## config.mk

```make
export PLATFORM = sky130hd
export DESIGN_NAME = ball_motion_top
export DESIGN_NICKNAME = d
export VERILOG_FILES = /design/src/ball_event_pkg.sv /design/src/ball_motion_pkg.sv /design/src/ball_axis_motion.sv /design/src/ball_event_arbiter.sv /design/src/ball_motion_top.sv /design/src/ball_position_out.sv
export VERILOG_INCLUDE_DIRS = /design/src
export SDC_FILE = /design/constraint.sdc
export NUM_CORES = 1
export LEC_CHECK = 0
export BUFFER_PORTS_ARGS = -buffer_cell sky130_fd_sc_hd__buf_2
export CAP_MARGIN = 20
export CELL_PAD_IN_SITES_DETAIL_PLACEMENT = 1
export CELL_PAD_IN_SITES_GLOBAL_PLACEMENT = 1
export CORE_MARGIN = 3
export CORE_UTILIZATION = 43
export CTS_CLUSTER_DIAMETER = 30
export CTS_CLUSTER_SIZE = 25
export DETAILED_ROUTE_END_ITERATION = 8
export PLACE_DENSITY = 0.75
export REMOVE_ABC_BUFFERS = 1
export SYNTH_ARGS = -nofsm -noshare
export SYNTH_HDL_FRONTEND = slang
export SYNTH_SLANG_ARGS = --single-unit
export TNS_END_PERCENT = 50
```

## constraint.sdc

```tcl
create_clock -name clk -period 4.9 [get_ports clk]
set_input_delay 1.47 -clock clk [delete_from_list [all_inputs] [get_ports clk]]
set_output_delay 1.47 -clock clk [all_outputs]
set_load 0.02 [all_outputs]
```

## src/ball_macros.svh

```systemverilog
//******************************
// Shared constants for the ball motion design: widths, fixed-point
// shift, table geometry, friction and cushion dead-time.
// Include wherever a width or a table constant is needed.
//******************************
`ifndef BALL_MACROS_SVH
`define BALL_MACROS_SVH

// widths
`define BALL_SPEED_W      11  // signed speed, 1/64 pixel per frame
`define BALL_POS_W        18  // signed fixed-point position
`define BALL_PIX_W        11  // signed pixel coordinate
`define BALL_FRAC_BITS    6   // 64 sub-steps per pixel

// table geometry in pixels
`define TABLE_X_SIZE      639
`define TABLE_Y_SIZE      479
`define CUSHION_BAND      30
`define BALL_SIZE         32
`define BALL_START_X      150
`define BALL_START_Y      185

// motion
`define FRICTION_DECEL    3   // per frame tick
`define STOP_SPEED        4   // abs speed at or below this stops the axis
`define BOUNCE_DEAD_TICKS 3   // last count of the cushion dead-time

`endif

```

## src/ball_event_pkg.sv

```systemverilog
//******************************
// Event opcodes passed from the input arbiter to the axis blocks.
//******************************
`default_nettype none

package ball_event_pkg;

	// one opcode per cycle, EV_NONE when nothing happened
	typedef enum logic [2:0] {
		EV_NONE   = 3'd0,
		EV_POCKET = 3'd1,  // back to start, zero speed
		EV_KICK   = 3'd2,  // load new speed pair
		EV_SLOW   = 3'd3,  // halve both speeds
		EV_FAST   = 3'd4   // double both speeds
	} event_op_e;

endpackage

`default_nettype wire

```

## src/ball_motion_pkg.sv

```systemverilog
//******************************
// Speed, fixed-point position and pixel types of the ball.
// Widths come from the shared macro header.
//******************************
`default_nettype none

`include "ball_macros.svh"

package ball_motion_pkg;

	// 1/64 pixel per frame, sign gives direction
	typedef logic signed [`BALL_SPEED_W-1:0] speed_t;

	// position in 1/64 pixel units
	typedef logic signed [`BALL_POS_W-1:0] pos_fp_t;

	// screen coordinate, can go negative near the edge
	typedef logic signed [`BALL_PIX_W-1:0] pixel_t;

endpackage

`default_nettype wire

```

## src/ball_axis_motion.sv

```systemverilog
//******************************
// Motion of one axis: fixed-point position and speed, friction on
// every frame tick, cushion bounce with a dead-time, and the event ops.
// Instantiate once per axis with that axis's table size and start.
//******************************
`timescale 1ns/1ps
`default_nettype none

`include "ball_macros.svh"

module ball_axis_motion #(
	parameter int TABLE_SIZE = `TABLE_X_SIZE,  // pixels
	parameter int START_POS  = `BALL_START_X   // pixels
) (
	input  logic                      clk,
	input  logic                      resetN,
	input  logic                      start_of_frame,
	input  ball_event_pkg::event_op_e op,
	input  ball_motion_pkg::speed_t   op_speed,
	input  ball_motion_pkg::speed_t   other_speed,
	output ball_motion_pkg::pos_fp_t  pos,
	output ball_motion_pkg::speed_t   speed
);

	import ball_event_pkg::*;
	import ball_motion_pkg::*;

	localparam int FP_ONE      = 1 << `BALL_FRAC_BITS;
	localparam int START_FP    = START_POS * FP_ONE;
	localparam int NEAR_LIMIT  = `CUSHION_BAND * FP_ONE;
	localparam int FAR_LIMIT   = (TABLE_SIZE - `CUSHION_BAND) * FP_ONE;
	localparam int BALL_FP     = `BALL_SIZE * FP_ONE;
	localparam int DEAD_CNT_W  = $clog2(`BOUNCE_DEAD_TICKS + 1);

	logic [`BALL_SPEED_W-1:0] abs_speed;  // unsigned, holds 1024 too
	logic [`BALL_SPEED_W-1:0] abs_other;
	speed_t                   decel;
	speed_t                   friction_speed;
	logic                     at_cushion;
	logic                     bounce;
	logic                     dead_active;
	logic [DEAD_CNT_W-1:0]    dead_cnt;

	always_comb begin
		abs_speed = (speed < 0) ? -speed : speed;
		abs_other = (other_speed < 0) ? -other_speed : other_speed;

		// the faster axis brakes alone so both reach zero together
		decel = (abs_other > abs_speed) ? speed_t'(0) : speed_t'(`FRICTION_DECEL);

		if (abs_speed <= `STOP_SPEED)
			friction_speed = '0;
		else if (speed < 0)
			friction_speed = speed + decel;
		else
			friction_speed = speed - decel;

		at_cushion = (pos <= NEAR_LIMIT) || ((pos + BALL_FP) >= FAR_LIMIT);
		bounce     = !dead_active && at_cushion;
	end

	always_ff @(posedge clk or negedge resetN) begin
		if (!resetN) begin
			pos         <= pos_fp_t'(START_FP);
			speed       <= '0;
			dead_active <= 1'b0;
			dead_cnt    <= '0;
		end else begin
			// dead-time counts frame ticks, four of them after a bounce
			if (start_of_frame && dead_active) begin
				if (dead_cnt == `BOUNCE_DEAD_TICKS) begin
					dead_cnt    <= '0;
					dead_active <= 1'b0;
				end else begin
					dead_cnt <= dead_cnt + 1'b1;
				end
			end

			case (op)
				EV_POCKET: begin
					pos         <= pos_fp_t'(START_FP);
					speed       <= '0;
					dead_active <= 1'b0;
					dead_cnt    <= '0;
				end
				EV_KICK: speed <= op_speed;
				EV_SLOW: speed <= speed_t'(speed / 2);  // truncates toward zero
				EV_FAST: speed <= speed_t'(speed * 2);
				default: begin
					if (start_of_frame) begin
						pos   <= pos + speed;  // integrate with the old speed
						speed <= friction_speed;
					end else if (bounce) begin
						speed       <= -speed;
						dead_active <= 1'b1;
						dead_cnt    <= '0;
					end
				end
			endcase
		end
	end

endmodule

`default_nettype wire

```

## src/ball_event_arbiter.sv

```systemverilog
//******************************
// Input side of the ball. Registers the event strobes into one
// prioritized opcode that lasts a single cycle, together with the
// kick speeds. Pocket wins over kick, kick over slow, slow over fast.
//******************************
`timescale 1ns/1ps
`default_nettype none

module ball_event_arbiter (
	input  logic                   clk,
	input  logic                   resetN,
	input  logic                   pocket_hit,
	input  logic                   kick,
	input  logic                   fast_gift,
	input  logic                   slow_gift,
	input  ball_motion_pkg::speed_t kick_x_speed,
	input  ball_motion_pkg::speed_t kick_y_speed,
	output ball_event_pkg::event_op_e op,
	output ball_motion_pkg::speed_t op_x_speed,
	output ball_motion_pkg::speed_t op_y_speed
);

	import ball_event_pkg::*;
	import ball_motion_pkg::*;

	event_op_e next_op;

	always_comb begin
		if (pocket_hit)
			next_op = EV_POCKET;
		else if (kick)
			next_op = EV_KICK;
		else if (slow_gift)
			next_op = EV_SLOW;
		else if (fast_gift)
			next_op = EV_FAST;
		else
			next_op = EV_NONE;  // lower priority strobes are simply lost
	end

	always_ff @(posedge clk or negedge resetN) begin
		if (!resetN) begin
			op <= EV_NONE;
		end else begin
			op <= next_op;  // one cycle only, back to EV_NONE next
		end
	end

	// kick speeds travel with the opcode
	always_ff @(posedge clk) begin
		if (kick) begin
			op_x_speed <= kick_x_speed;
			op_y_speed <= kick_y_speed;
		end
	end

endmodule

`default_nettype wire

```

## src/ball_motion_top.sv

```systemverilog
//******************************
// Top level of the single ball motion model. Events enter through
// the arbiter, two axis blocks move the ball and the output block
// presents the position once per frame.
//******************************
`timescale 1ns/1ps
`default_nettype none

`include "ball_macros.svh"

module ball_motion_top (
	input  logic                    clk,
	input  logic                    resetN,
	input  logic                    start_of_frame,  // one cycle per frame
	input  logic                    pocket_hit,
	input  logic                    kick,
	input  logic                    fast_gift,
	input  logic                    slow_gift,
	input  ball_motion_pkg::speed_t kick_x_speed,   // valid with kick
	input  ball_motion_pkg::speed_t kick_y_speed,
	output ball_motion_pkg::pixel_t top_left_x,
	output ball_motion_pkg::pixel_t top_left_y,
	output ball_motion_pkg::speed_t x_speed,
	output ball_motion_pkg::speed_t y_speed,
	output logic                    moving,
	output logic                    pos_valid
);

	import ball_event_pkg::*;
	import ball_motion_pkg::*;

	event_op_e op;
	speed_t    op_x_speed;
	speed_t    op_y_speed;
	pos_fp_t   x_pos;
	pos_fp_t   y_pos;
	speed_t    x_axis_speed;
	speed_t    y_axis_speed;

	ball_event_arbiter arbiter_i (
		.clk          (clk),
		.resetN       (resetN),
		.pocket_hit   (pocket_hit),
		.kick         (kick),
		.fast_gift    (fast_gift),
		.slow_gift    (slow_gift),
		.kick_x_speed (kick_x_speed),
		.kick_y_speed (kick_y_speed),
		.op           (op),
		.op_x_speed   (op_x_speed),
		.op_y_speed   (op_y_speed)
	);

	ball_axis_motion #(
		.TABLE_SIZE (`TABLE_X_SIZE),
		.START_POS  (`BALL_START_X)
	) x_axis_i (
		.clk            (clk),
		.resetN         (resetN),
		.start_of_frame (start_of_frame),
		.op             (op),
		.op_speed       (op_x_speed),
		.other_speed    (y_axis_speed),  // friction balance
		.pos            (x_pos),
		.speed          (x_axis_speed)
	);

	ball_axis_motion #(
		.TABLE_SIZE (`TABLE_Y_SIZE),
		.START_POS  (`BALL_START_Y)
	) y_axis_i (
		.clk            (clk),
		.resetN         (resetN),
		.start_of_frame (start_of_frame),
		.op             (op),
		.op_speed       (op_y_speed),
		.other_speed    (x_axis_speed),
		.pos            (y_pos),
		.speed          (y_axis_speed)
	);

	ball_position_out out_i (
		.clk            (clk),
		.resetN         (resetN),
		.start_of_frame (start_of_frame),
		.x_pos          (x_pos),
		.y_pos          (y_pos),
		.x_speed_in     (x_axis_speed),
		.y_speed_in     (y_axis_speed),
		.top_left_x     (top_left_x),
		.top_left_y     (top_left_y),
		.x_speed        (x_speed),
		.y_speed        (y_speed),
		.moving         (moving),
		.pos_valid      (pos_valid)
	);

endmodule

`default_nettype wire

```

## src/ball_position_out.sv

```systemverilog
//******************************
// Output side of the ball. One cycle after the frame tick the axis
// state has settled; it is then registered as pixel coordinates,
// speeds and a moving flag, and pos_valid marks the update.
//******************************
`timescale 1ns/1ps
`default_nettype none

`include "ball_macros.svh"

module ball_position_out (
	input  logic                     clk,
	input  logic                     resetN,
	input  logic                     start_of_frame,
	input  ball_motion_pkg::pos_fp_t x_pos,
	input  ball_motion_pkg::pos_fp_t y_pos,
	input  ball_motion_pkg::speed_t  x_speed_in,
	input  ball_motion_pkg::speed_t  y_speed_in,
	output ball_motion_pkg::pixel_t  top_left_x,
	output ball_motion_pkg::pixel_t  top_left_y,
	output ball_motion_pkg::speed_t  x_speed,
	output ball_motion_pkg::speed_t  y_speed,
	output logic                     moving,
	output logic                     pos_valid
);

	import ball_motion_pkg::*;

	logic frame_d;  // axis update is visible in this cycle

	always_ff @(posedge clk or negedge resetN) begin
		if (!resetN) begin
			frame_d   <= 1'b0;
			pos_valid <= 1'b0;
			moving    <= 1'b0;
			x_speed   <= '0;
			y_speed   <= '0;
		end else begin
			frame_d   <= start_of_frame;
			pos_valid <= frame_d;
			if (frame_d) begin
				x_speed <= x_speed_in;
				y_speed <= y_speed_in;
				moving  <= (x_speed_in != 0) || (y_speed_in != 0);
			end
		end
	end

	// drop the fraction bits
	always_ff @(posedge clk) begin
		if (frame_d) begin
			top_left_x <= pixel_t'(x_pos >>> `BALL_FRAC_BITS);
			top_left_y <= pixel_t'(y_pos >>> `BALL_FRAC_BITS);
		end
	end

endmodule

`default_nettype wire

```

==> impl_metrics.ini <==
[floorplan]
fp.dieH_microns = 155
initial_core_util_pct = 43.8
io_pins = 75
die_x_microns = 155
fp-row-count = 54
die_area_sq_mm = 0.0241
fp.coreArea_sq_mm = 0.0219

[routing]
vias_per_cell = 6.03
vias = 8905
dr.pass1.iters = 5
antenna_left = 0
first_iter_violations = 546
wl_per_cell_microns = 22.1
drt-total-wl_mm = 32.6
drc_errors = 0

[cts]
tritoncts = done
cts.hold.buffers_added = 0
clkLatencyLatePin_ps = 440
numCtsBuffers = 17
cts_root_buf = clkbuf_16
clockBufferDepth = 2
htreeDepth = 4
cts_sinks = 136
clkTransAtPathRegs_ps = 70

[sta]
period_minus_slack_ps = 5110
setup_viol = 9
slew_headroom_pct = 34.9
rsz0062_at_grt = true
fmax_ghz = 0.196
hold_viol = 0
slew_violations = 0
finalSetupTns_ps = -873
hold_ws_ps = 499
tightestPinTransition_ps = 976
worst_slack_ps = -209
min_period_over_period_pct = 104
clock_skew_ps = 12.5

[global_route]
grt_overflow = 0
grt_usage_pct = 26.6
antenna_found_initial = 0
grt_max_degree = 72
grt_pass1_wl_mm = 50.9
grt_pass1_vias = 9273

[worst_setup_path]
required_ps = 5280
critPathKind = reg -> reg
critPathMaxFanout = 4
reg2reg_to = y_axis_i.speed[8]
r2r_cells = 22
r2r-start = x_axis_i.speed[6]
worstPathArrival_ps = 5490
reg2reg_slack_ps = -210
critPathCaptureType = flip-flop
startpoint_type = flip-flop

[yosys]
synthFlopType = dfrtp_1
synth_cell_types = 81
avgSynthCellArea_sq_um = 9.26
ys_ff_latch = 136
synth_edf_count = 44
yosysSeqAreaShare_pct = 37.9
synth_area_sq_mm = 0.00960
yosys_warnings = 0
synthArstFlopShare_pct = 67.6
synthCells = 1036

[pwr]
switchingPower_mw = 5.00
ir_drop_mv = 0.696
power_frac_comb_pct = 70.0
total_power_mw = 10.6
power_density_mw_per_mm2 = 904
pwr-share-seq_pct = 18.0
pwr-share-clk_pct = 11.9
p_leak_nw = 5.16
internal_power_mw = 5.62
switching_share_pct = 47.1

[cells_and_area]
area_growth_pct = 22.5
fillers = 2553
drive_gt1_share_pct = 26.4
nets = 1290
antenna_cells = 0

[status]
outcome = finished, violations left
violations = setup timing

[job]
cap_viol_max_count = 0

[hold_path]
min_path_type = reg -> reg
min_from = out_i.y_speed[3]
holdPathEnd = out_i.y_speed[3]
hold-path-cell-count = 1

[placement]
port-buffer-count = 74
gp_congestion = 0.948
hpwl_mm = 21.8
place_worst_setup_slack_ps = -472
==> logic make-up after synthesis <==
family / after synthesis / synth area share [%]
AO/OA/AOI/OAI: 307 / 20.7
XOR/XNOR: 87 / 8.13
adder cells (fa/ha/maj): 79 / 10.6
buffers and inverters: 93 / 3.94
flip-flops: 136 / 37.9
multiplexers: 33 / 3.78
AND/OR/NAND/NOR: 301 / 15.0
==> cell usage in the layout (no fill, tap or decap), types with 27 or more instances in the layout <==
cell,n
a21oi_1,78
nand2_1,78
ha_1,68
buf_2,73
xor2_1,27
edfxtp_1,44
nor2_1,88
o21ai_0,78
dfrtp_1,82
buf_4,105
xnor2_1,53
inv_1,35
==> how the worst max path moves through the flow <==
stage / from / to / cells past startpoint
after CTS: y_axis_i.speed[4] / y_axis_i.speed[9] / 22
after global routing: x_axis_i.speed[6] / y_axis_i.speed[8] / 21
after floorplan: y_axis_i.speed[4] / y_axis_i.speed[7] / 20
after detailed placement: y_axis_i.speed[4] / y_axis_i.speed[10] / 23
after global placement: y_axis_i.speed[4] / y_axis_i.speed[10] / 23
final: x_axis_i.speed[6] / y_axis_i.speed[8] / 22
==> worst max-delay path, cell delays in order, from the launching register on <==
cell and delay, ps:
dfrtp_1 380, buf_6 130, or3_4 410, o41ai_4 320
xnor2_1 140, ha_1 310, nand4_1 110, or4_1 510
or4b_4 560, nand2_4 90, ha_4 130, inv_2 40
fa_2 350, nor2b_1 150, o21ai_1 100, a21boi_1 210
o21ai_1 110, a21oi_2 150, buf_4 130, xnor2_2 110
a21oi_2 100, a2111oi_4 370, a21o_1 120
==> synthesized netlist by cell type (7+ instances only) <==
| cell | count | area [sq um] |
|---|---|---|
| a21oi_1 | 87 | 435 |
| a2111oi_0 | 8 | 70.1 |
| nand3_1 | 20 | 100 |
| o21ai_0 | 84 | 420 |
| ha_1 | 74 | 926 |
| nand4_1 | 9 | 56.3 |
| nand2_1 | 81 | 304 |
| nand2b_1 | 9 | 56.3 |
| xnor2_1 | 57 | 499 |
| a31oi_1 | 9 | 56.3 |
| edfxtp_1 | 44 | 1320 |
| or3_1 | 9 | 56.3 |
| nor2b_1 | 9 | 56.3 |
| o21a_1 | 8 | 60.1 |
| o22ai_1 | 9 | 56.3 |
| or2_2 | 9 | 56.3 |
| clkbuf_1 | 39 | 146 |
| dfrtp_1 | 83 | 2080 |
| inv_1 | 39 | 146 |
| and2_1 | 8 | 50.1 |
| mux2i_1 | 7 | 70.1 |
| nor3_1 | 28 | 140 |
| nor2_1 | 89 | 334 |
| mux2_2 | 25 | 282 |
| xor2_1 | 29 | 254 |
| a21o_1 | 23 | 173 |
| dfstp_2 | 9 | 236 |
| o31ai_1 | 10 | 75.1 |
==> state kept, by name (all words and copies together), names as in the netlist, 10 cells and up, named ones only <==
| name | cells |
|---|---|
| y_axis_i.speed | 10 |
| out_i.x_speed | 11 |
| arbiter_i.op_y_speed | 11 |
| out_i.top_left_x | 11 |
| out_i.y_speed | 11 |
| arbiter_i.op_x_speed | 11 |
| x_axis_i.pos | 18 |
| y_axis_i.pos | 18 |
| out_i.top_left_y | 11 |
| x_axis_i.speed | 10 |
==> power by group through the flow <==
stage,registers (mW),clock network [mW],logic (mW)
after global placement,1.89,0,6.34
after floorplan,2.15,0,3.97
after CTS,1.91,1.28,7.05
final,1.92,1.27,7.44
after global routing,1.96,1.34,8.09
after detailed placement,1.91,0,6.57
==> metal layers <==
metal	wire (microns)	global-route usage, %	vias up
met4	1260	10.7	0
met2	16400	45.8	270
met3	1470	4.23	90
met1	13500	33.4	4454
li1	-	-	4091
met5	0	0	-
==> final cells by class <==
class / instances / area [sq um] / area share (%)
clock inverter: 12 / 116 / 0.990
clock buffer: 20 / 447 / 3.80
multi-input combinational: 807 / 5870 / 49.9
inverter: 41 / 154 / 1.31
tap: 280 / 350 / 2.98
sequential: 136 / 3640 / 30.9
timing repair buffer: 180 / 1180 / 10.1
==> metrics by stage <==
step | cell area, sq um | instances | utilization [%]
4_1_cts | 11500 | 1468 | 52.7
6_report | 11800 | 1476 | 53.7
2_1_floorplan | 9370 | 984 | -
3_5_place_dp | 10700 | 1424 | 49.1
5_1_grt | 11800 | 1476 | 53.7
3_3_place_gp | 10700 | 1424 | 49.1
==> timing repair <==
item                                    in CTS  in global routing
buffers inserted                            12                  6
gates resized for setup                     42                 28
pin swaps                                   26                 23
endpoints found under the setup margin      13                 14
(Power assumes the default switching activity.)
